File: config.mk
export PLATFORM = sky130hd
export DESIGN_NAME = seq_num_initializer
export DESIGN_NICKNAME = d
export VERILOG_FILES = /design/src/common/seq_init_pkg.sv /design/src/verilog/init_ctrl_fsm.sv /design/src/verilog/reply_timer.sv /design/src/verilog/outstanding_tracker.sv /design/src/verilog/request_scheduler.sv /design/src/verilog/seq_num_initializer.sv
export SDC_FILE = /design/constraint.sdc
export NUM_CORES = 1
export LEC_CHECK = 0
export BUFFER_PORTS_ARGS = -buffer_cell sky130_fd_sc_hd__clkbuf_2
export CAP_MARGIN = 40
export CORE_MARGIN = 8
export CORE_UTILIZATION = 25
export DETAILED_ROUTE_END_ITERATION = 8
export HOLD_SLACK_MARGIN = 0.08
export PLACE_DENSITY_LB_ADDON = 0.05
export SLEW_MARGIN = 20
export SYNTH_ARGS = -nofsm -noshare
export SYNTH_HDL_FRONTEND = slang
export SYNTH_SLANG_ARGS = --single-unit
File: constraint.sdc
create_clock -name i_clk -period 3.63 [get_ports i_clk]
set_clock_uncertainty 0.1 [all_clocks]
set_input_delay 0.5445 -clock i_clk [delete_from_list [all_inputs] [get_ports i_clk]]
set_output_delay 0.5445 -clock i_clk [all_outputs]
set_load 0.01 [all_outputs]
File: src/common/seq_init_pkg.sv
`default_nettype none

package seq_init_pkg;

    // Cluster ids are 8 bits wide and id 0 is reserved to mean no cluster
    localparam int CLUSTER_ID_WIDTH = 8;
    // Width of one sequence number as it is stored in the table
    localparam int SEQ_NUM_WIDTH = 32;

    typedef logic [CLUSTER_ID_WIDTH-1:0] cluster_id_t;
    typedef logic [SEQ_NUM_WIDTH-1:0] seq_num_t;
    typedef logic [7:0] msg_type_t;

    // Request code for asking a cluster for its current sequence number
    localparam msg_type_t MSG_SEQ_NUM_CHECK = 8'h21;

    // Request message sent to one remote cluster
    // The sender field carries our own cluster id
    typedef struct packed {
        msg_type_t   msg_type;
        cluster_id_t sender;
        cluster_id_t dest;
    } req_msg_t;

    // Reply from a remote cluster with its current sequence number
    typedef struct packed {
        cluster_id_t sender;
        seq_num_t    seq_num;
    } reply_msg_t;

    // One word write into the sequence-number table, addressed by cluster id
    typedef struct packed {
        cluster_id_t addr;
        seq_num_t    data;
    } tbl_wr_t;

    // Controller states where idle only lasts a single cycle after reset
    typedef enum logic [1:0] {
        ST_IDLE,
        ST_SEND,
        ST_WAIT,
        ST_DONE
    } init_state_e;

endpackage

`default_nettype wire

File: src/verilog/init_ctrl_fsm.sv
`timescale 1ns/100ps
`default_nettype none

module init_ctrl_fsm
    import seq_init_pkg::*;
(
    input  wire  i_clk,
    input  wire  i_ap_rst_n,
    input  wire  i_round_done,
    input  wire  i_all_received,
    input  wire  i_expired,
    output logic o_sending,
    output logic o_listening,
    output logic o_load_round,
    output logic o_reply_ready,
    output logic o_done
);

    init_state_e r_state;
    init_state_e w_next_state;

    always_comb begin
        w_next_state = r_state;
        unique case (r_state)
            // Leave idle straight away so the first round starts one cycle after reset
            ST_IDLE: w_next_state = ST_SEND;
            // Stay here until the last request of the round has been accepted
            ST_SEND: begin
                if (i_round_done) begin
                    w_next_state = ST_WAIT;
                end
            end
            ST_WAIT: begin
                // Completion has priority over a timeout in the same cycle
                if (i_all_received) begin
                    w_next_state = ST_DONE;
                end else if (i_expired) begin
                    w_next_state = ST_SEND;
                end
            end
            // Terminal until the next reset
            ST_DONE: w_next_state = ST_DONE;
            default: w_next_state = ST_IDLE;
        endcase
    end

    always_ff @(posedge i_clk or negedge i_ap_rst_n) begin
        if (!i_ap_rst_n) begin
            r_state <= ST_IDLE;
        end else begin
            r_state <= w_next_state;
        end
    end

    assign o_sending   = (r_state == ST_SEND);
    assign o_listening = (r_state == ST_WAIT);
    // Tells the scheduler to reload its target mask as we head back to SEND
    assign o_load_round = (r_state == ST_WAIT) && i_expired && !i_all_received;
    // Late replies after completion are still drained so the link never stalls
    assign o_reply_ready = (r_state == ST_WAIT) || (r_state == ST_DONE);
    assign o_done        = (r_state == ST_DONE);

    // Once every cluster has answered, done must hold until reset
    a_done_sticky : assert property (
        @(posedge i_clk) disable iff (!i_ap_rst_n) o_done |=> o_done
    );

endmodule

`default_nettype wire

File: src/verilog/reply_timer.sv
`timescale 1ns/100ps
`default_nettype none

module reply_timer #(
    parameter int REPLY_TIMEOUT = 3600
) (
    input  wire  i_clk,
    input  wire  i_ap_rst_n,
    input  wire  i_run,
    output logic o_expired
);

    // The counter only has to reach REPLY_TIMEOUT-1 and keeps at least one bit
    localparam int CNT_W = (REPLY_TIMEOUT > 1) ? $clog2(REPLY_TIMEOUT) : 1;
    localparam logic [CNT_W-1:0] LAST_CNT = CNT_W'(REPLY_TIMEOUT - 1);

    logic [CNT_W-1:0] r_count;

    // The first cycle with i_run high sees a count of zero, so the
    // REPLY_TIMEOUT-th consecutive cycle sees LAST_CNT
    assign o_expired = i_run && (r_count == LAST_CNT);

    always_ff @(posedge i_clk or negedge i_ap_rst_n) begin
        if (!i_ap_rst_n) begin
            r_count <= '0;
        end else if (!i_run || o_expired) begin
            // Start over when waiting stops or after each expiry
            r_count <= '0;
        end else begin
            r_count <= r_count + 1'b1;
        end
    end

endmodule

`default_nettype wire

File: src/verilog/outstanding_tracker.sv
`timescale 1ns/100ps
`default_nettype none

module outstanding_tracker
    import seq_init_pkg::*;
#(
    parameter int NUM_CLUSTERS = 16
) (
    input  wire                     i_clk,
    input  wire                     i_ap_rst_n,
    input  wire                     i_listening,
    input  wire                     i_reply_valid,
    input  reply_msg_t              i_reply,
    output logic                    o_tbl_wr_en,
    output tbl_wr_t                 o_tbl_wr,
    output logic [NUM_CLUSTERS-1:0] o_pending_next,
    output logic                    o_all_received
);

    // Bit i set means cluster i+1 has not replied yet
    logic [NUM_CLUSTERS-1:0] r_pending;
    logic                    w_in_range;
    cluster_id_t             w_index;
    logic [NUM_CLUSTERS-1:0] w_sender_onehot;
    logic                    w_accept;

    // Id 0 and anything above the cluster count are not ours to track
    assign w_in_range = (i_reply.sender != '0) &&
                        (i_reply.sender <= cluster_id_t'(NUM_CLUSTERS));
    assign w_index    = i_reply.sender - 1'b1;
    // Out-of-range senders map to an empty mask so they never match
    assign w_sender_onehot = w_in_range ? (NUM_CLUSTERS'(1) << w_index) : '0;

    // A retransmitted reply finds its bit already cleared and is dropped here
    assign w_accept = i_listening && i_reply_valid && |(w_sender_onehot & r_pending);

    assign o_pending_next = w_accept ? (r_pending & ~w_sender_onehot) : r_pending;
    // Fires only on the reply that clears the final bit
    assign o_all_received = w_accept && (o_pending_next == '0);

    // The table is written in the same cycle the reply is consumed
    assign o_tbl_wr_en      = w_accept;
    assign o_tbl_wr.addr    = i_reply.sender;
    assign o_tbl_wr.data    = i_reply.seq_num;

    always_ff @(posedge i_clk or negedge i_ap_rst_n) begin
        if (!i_ap_rst_n) begin
            r_pending <= '1;
        end else begin
            r_pending <= o_pending_next;
        end
    end

    // Writes only happen while the controller is waiting for replies
    a_wr_only_listening : assert property (
        @(posedge i_clk) disable iff (!i_ap_rst_n) o_tbl_wr_en |-> i_listening
    );

endmodule

`default_nettype wire

File: src/verilog/request_scheduler.sv
`timescale 1ns/100ps
`default_nettype none

module request_scheduler
    import seq_init_pkg::*;
#(
    parameter int NUM_CLUSTERS = 16
) (
    input  wire                     i_clk,
    input  wire                     i_ap_rst_n,
    input  cluster_id_t             i_own_cluster_id,
    input  wire                     i_sending,
    input  wire                     i_load_round,
    input  wire  [NUM_CLUSTERS-1:0] i_pending_next,
    input  wire                     i_req_ready,
    output logic                    o_req_valid,
    output req_msg_t                o_req,
    output logic                    o_round_done
);

    // Clusters still to be asked in this round in the same bit order as the tracker
    logic [NUM_CLUSTERS-1:0] r_target;
    logic [NUM_CLUSTERS-1:0] w_target_rest;
    cluster_id_t             w_dest;
    logic                    w_xfer;

    // Lowest set bit picks the destination, which walks ids in ascending order
    always_comb begin
        w_dest = '0;
        for (int i = NUM_CLUSTERS - 1; i >= 0; i--) begin
            if (r_target[i]) begin
                w_dest = cluster_id_t'(i + 1);
            end
        end
    end

    // Clearing the lowest set bit leaves the rest of the round
    assign w_target_rest = r_target & (r_target - 1'b1);

    assign o_req_valid = i_sending;
    assign w_xfer      = o_req_valid && i_req_ready;
    // The round ends on the transfer that consumes the last remaining bit
    assign o_round_done = w_xfer && (w_target_rest == '0);

    assign o_req.msg_type = MSG_SEQ_NUM_CHECK;
    assign o_req.sender   = i_own_cluster_id;
    assign o_req.dest     = w_dest;

    always_ff @(posedge i_clk or negedge i_ap_rst_n) begin
        if (!i_ap_rst_n) begin
            // The first round targets every cluster
            r_target <= '1;
        end else if (i_load_round) begin
            // Resend rounds only go to clusters that are still silent
            r_target <= i_pending_next;
        end else if (w_xfer) begin
            r_target <= w_target_rest;
        end
    end

    // The FSM must never offer a request when the round mask is empty
    a_dest_in_range : assert property (
        @(posedge i_clk) disable iff (!i_ap_rst_n)
        o_req_valid |-> (o_req.dest >= 1 && o_req.dest <= NUM_CLUSTERS)
    );

endmodule

`default_nettype wire

File: src/verilog/seq_num_initializer.sv
`timescale 1ns/100ps
`default_nettype none

module seq_num_initializer
    import seq_init_pkg::*;
#(
    parameter int NUM_CLUSTERS  = 16,
    parameter int REPLY_TIMEOUT = 3600
) (
    input  wire         i_clk,
    input  wire         i_ap_rst_n,
    input  cluster_id_t i_own_cluster_id,
    // Outgoing request stream
    output logic        o_req_valid,
    input  wire         i_req_ready,
    output req_msg_t    o_req,
    // Incoming reply stream
    input  wire         i_reply_valid,
    output logic        o_reply_ready,
    input  reply_msg_t  i_reply,
    // Sequence-number table write port
    output logic        o_tbl_wr_en,
    output tbl_wr_t     o_tbl_wr,
    output logic        o_done
);

    // Control handshakes between the FSM and the datapath blocks
    logic w_sending;
    logic w_listening;
    logic w_load_round;
    logic w_round_done;
    logic w_all_received;
    logic w_expired;
    // Outstanding mask as it will look after this cycle, which seeds a resend round
    logic [NUM_CLUSTERS-1:0] w_pending_next;

    init_ctrl_fsm u_ctrl_fsm (
        .i_clk          (i_clk),
        .i_ap_rst_n     (i_ap_rst_n),
        .i_round_done   (w_round_done),
        .i_all_received (w_all_received),
        .i_expired      (w_expired),
        .o_sending      (w_sending),
        .o_listening    (w_listening),
        .o_load_round   (w_load_round),
        .o_reply_ready  (o_reply_ready),
        .o_done         (o_done)
    );

    // The timer only runs while the FSM waits for replies
    reply_timer #(
        .REPLY_TIMEOUT (REPLY_TIMEOUT)
    ) u_reply_timer (
        .i_clk      (i_clk),
        .i_ap_rst_n (i_ap_rst_n),
        .i_run      (w_listening),
        .o_expired  (w_expired)
    );

    outstanding_tracker #(
        .NUM_CLUSTERS (NUM_CLUSTERS)
    ) u_tracker (
        .i_clk          (i_clk),
        .i_ap_rst_n     (i_ap_rst_n),
        .i_listening    (w_listening),
        .i_reply_valid  (i_reply_valid),
        .i_reply        (i_reply),
        .o_tbl_wr_en    (o_tbl_wr_en),
        .o_tbl_wr       (o_tbl_wr),
        .o_pending_next (w_pending_next),
        .o_all_received (w_all_received)
    );

    request_scheduler #(
        .NUM_CLUSTERS (NUM_CLUSTERS)
    ) u_scheduler (
        .i_clk            (i_clk),
        .i_ap_rst_n       (i_ap_rst_n),
        .i_own_cluster_id (i_own_cluster_id),
        .i_sending        (w_sending),
        .i_load_round     (w_load_round),
        .i_pending_next   (w_pending_next),
        .i_req_ready      (i_req_ready),
        .o_req_valid      (o_req_valid),
        .o_req            (o_req),
        .o_round_done     (w_round_done)
    );

endmodule

`default_nettype wire

==> flow_summary_export.csv <==
group,metric,value,unit
status,status,"finished, final reports clean",
yosys,synth-simple-area-share,20.4,%
yosys,synth_mux_area_share,3.20,%
routing,drc,0,
yosys,yosys.area_share.adder,1.02,%
clocking,cts_buffers,5,
clocking,clk_latency,290,ps
routing,drt_iter0_markers,125,
cells_and_area,area_growth,8.48,%
floorplanning,core,0.0137,mm2
yosys,synth_compound_area_share,19.7,%
timing,hold-worst-slack,367,ps
timing,finalCritPeriodShare,92.3,%
grt,grt_pass1_wl,15.2,mm
clocking,clock_sinks,46,
clocking,root_buffer,"clkbuf_16",
pwr,power_density,342,mW/mm2
grt,grt-ovfl-total,0,
yosys,synth_edf_count,0,
routing,vias,2663,
grt,antenna_found_initial,0,
grt,grt_use_total,10.6,%
grt,grt_max_degree,37,
yosys,avgSynthCellArea,9.02,um2
routing,finalWirelength,9.22,mm
yosys,seq_area_frac_synth,34.7,%
placement,io_buffers,28,
clocking,clk_pin_slew_worst_paths,60,ps
yosys,ys_ff_latch,46,
floorplanning,initial_core_util,25.2,%
timing,worstMarginPinSlew,583,ps
critical_path,crit_required,2990,ps
floorplanning,die-area,0.0178,mm2
critical_path,worstPathMaxFanout,15,
yosys,synth.most_common_cell,"buf_4",
floorplanning,die_x,133,um
yosys,yosys-top-cells-count,"buf_4, nand2_1, dfstp_2, nor2_1, dfrtp_1",
routing,ant_nets,0,
clocking,clock_path_buffers,2,
timing,maxSlewHeadroom,60.6,%
critical_path,endpoint_kind,"output port",
yosys,synth.largest_area_cell,"dfstp_2",
routing,dr.pass1.iters,4,
timing,min_period,3350,ps
run,maxCapViolations,0,
routing,routed_via_density,4.72,
floorplanning,io_pins,120,
yosys,synth_area,0.00344,mm2
cells_and_area,finish.instance_area,0.00373,mm2
yosys,synth.area.top_cells,"dfstp_2, buf_4, dfrtp_1, nand2_1, nor2_1",
timing,rsz0062_at_grt,"false",
timing,setup_viol,0,
grt,grt_pass1_vias,2759,
worst_hold_path,min_path_type,"reg2reg",
yosys,ys.flop_type,"dfstp_2",
yosys,synth_cell_type_count,68,
cells_and_area,drive_gt1_share,33.6,%
yosys,async_flop_share,100,%
placement,placed_cell_area,0.00351,mm2
timing,slew_violations,0,
floorplanning,die_h,133,um
clocking,ctsHtreeMaxLevel,2,
critical_path,critPathKind,"in2out",
critical_path,crit_arrival,2710,ps
cells_and_area,fillCellCount,1527,
yosys,synth_top_area_share,24.5,%
yosys,yosys_warnings,0,
yosys,syn_inst,381,
floorplanning,num_rows,43,
cells_and_area,fin_nets,437,
yosys,synth_top_family_by_area,"simple AND/OR/NAND/NOR gates",
clocking,cts_tree,"yes",
routing,wl_per_cell,16.3,um
pwr,ir_drop,0.203,mV
cells_and_area,diodes,0,
timing,hold_viol_final,0,
placement,routabilityCongestion,0.786,
timing,max_clock_freq,298,MHz
critical_path,cp-start-kind,"input port",
placement,dp_hpwl,7.37,mm
yosys,synth_xor_area_share,3.53,%
pwr,leakage,1.44,nW
==> repair_timing <==
item | CTS | global route
buffers inserted | 0 | 1
gates resized for setup | 0 | 4
endpoints found under the setup margin | 0 | 1
hold endpoints to repair | 8 | 0
hold buffers | 1 | 0
==> power breakdown <==
part	internal [W]	total, W	switching (W)
Sequential	0.000529	0.000540	0.0000108
Clock	0.000344	0.000536	0.000192
Combinational	0.0000699	0.000200	0.000130
==> final timing paths <==
| kind | start | end | slack (ps) | cells after the start |
|---|---|---|---|---|
| worst max-delay path | i_reply[32] | o_tbl_wr_en | 280 | 12 |
| worst min-delay path | u_reply_timer.r_count[0]$_DFF_PN0_ | u_reply_timer.r_count[0]$_DFF_PN0_ | 370 | 1 |
| worst max register to register | u_ctrl_fsm.r_state[1]$_DFFE_PN0P_ | u_scheduler.r_target[0]$_DFFE_PN1P_ | 540 | 9 |
| worst min register to register | u_reply_timer.r_count[0]$_DFF_PN0_ | u_reply_timer.r_count[0]$_DFF_PN0_ | 370 | 1 |
| max in group asynchronous | i_ap_rst_n | u_scheduler.r_target[3]$_DFFE_PN1P_ | 2060 | 3 |
| min in group asynchronous | i_ap_rst_n | u_reply_timer.r_count[5]$_DFF_PN0_ | 570 | 2 |
==> critical path: stages <==
cell,delay (ps)
clkbuf_2,90
inv_1,50
ha_1,600
mux2i_1,290
a211oi_2,60
o211ai_1,260
o31ai_1,110
buf_4,160
o21ai_2,190
buf_4,180
inv_1,40
clkbuf_2,120
==> per-layer routing <==
metal / vias to the layer above / track usage, % / wire length (um)
met2: 71 / 16.6 / 4150
met5: - / 0 / 0
met4: 0 / 5.18 / 331
li1: 1284 / - / -
met1: 1278 / 13.7 / 4320
met3: 30 / 2.11 / 414
==> sequential cells by signal, summed over array words and instances (netlist names) <==
signal,cells
u_scheduler.r_target,16
u_tracker.r_pending,16
u_reply_timer.r_count,12
u_ctrl_fsm.r_state,2
==> final cells by class <==
cell class                 instances  area (um2)  share of cell area, %
timing repair buffer              59         375                   10.1
multi-input combinational        259        1720                   46.1
clock buffer                       7         143                   3.83
tap                              180         225                   6.04
sequential                        46        1190                   31.9
clock inverter                     1        30.0                  0.805
inverter                          12        45.0                   1.21
==> cell families (layout without fill, tap and decap cells) <==
group	count (synthesis)	count (layout)
simple gates	136	136
compound gates	87	87
buf+inv	85	79
flops	46	46
xor+xnor	13	13
mux	9	9
fa+ha+maj	3	3
other cells	2	11
==> stage by stage <==
stage	TNS (ps)	worst slack (ps)	std cells	util [%]	total power, W
6_report	0	279	564	27.3	0.00128
2_1_floorplan	0	219	390	-	0.000726
4_1_cts	0	5.68	563	27.0	0.00130
3_5_place_dp	-59.9	-59.9	554	25.7	0.000747
5_1_grt	0	14.6	564	27.3	0.00135
3_3_place_gp	-3.10	-3.10	554	25.7	0.000749
==> cells in the final DEF (no fill, tap or decap), types with 3 or more instances in the layout <==
| cell type | count |
|---|---|
| nand2_1 | 37 |
| dfstp_2 | 32 |
| nor2_1 | 30 |
| buf_4 | 30 |
| clkbuf_2 | 28 |
| dfrtp_1 | 14 |
| o21ai_0 | 13 |
| inv_1 | 12 |
| nor3_1 | 11 |
| nand3_1 | 11 |
| a21oi_1 | 11 |
| o21ai_2 | 11 |
| conb_1 | 11 |
| xnor2_1 | 8 |
| and2_1 | 8 |
| o31ai_1 | 7 |
| nor4_1 | 6 |
| and3_1 | 6 |
| o31a_1 | 5 |
| o21a_1 | 5 |
| mux2_2 | 5 |
| clkbuf_16 | 5 |
| nor2b_1 | 4 |
| a211oi_1 | 4 |
| o211ai_1 | 4 |
| o21bai_1 | 4 |
| xor2_1 | 4 |
| or3_1 | 3 |
| o41a_1 | 3 |
| o2111ai_1 | 3 |
No activity file was read; power rests on OpenSTA's default activity.
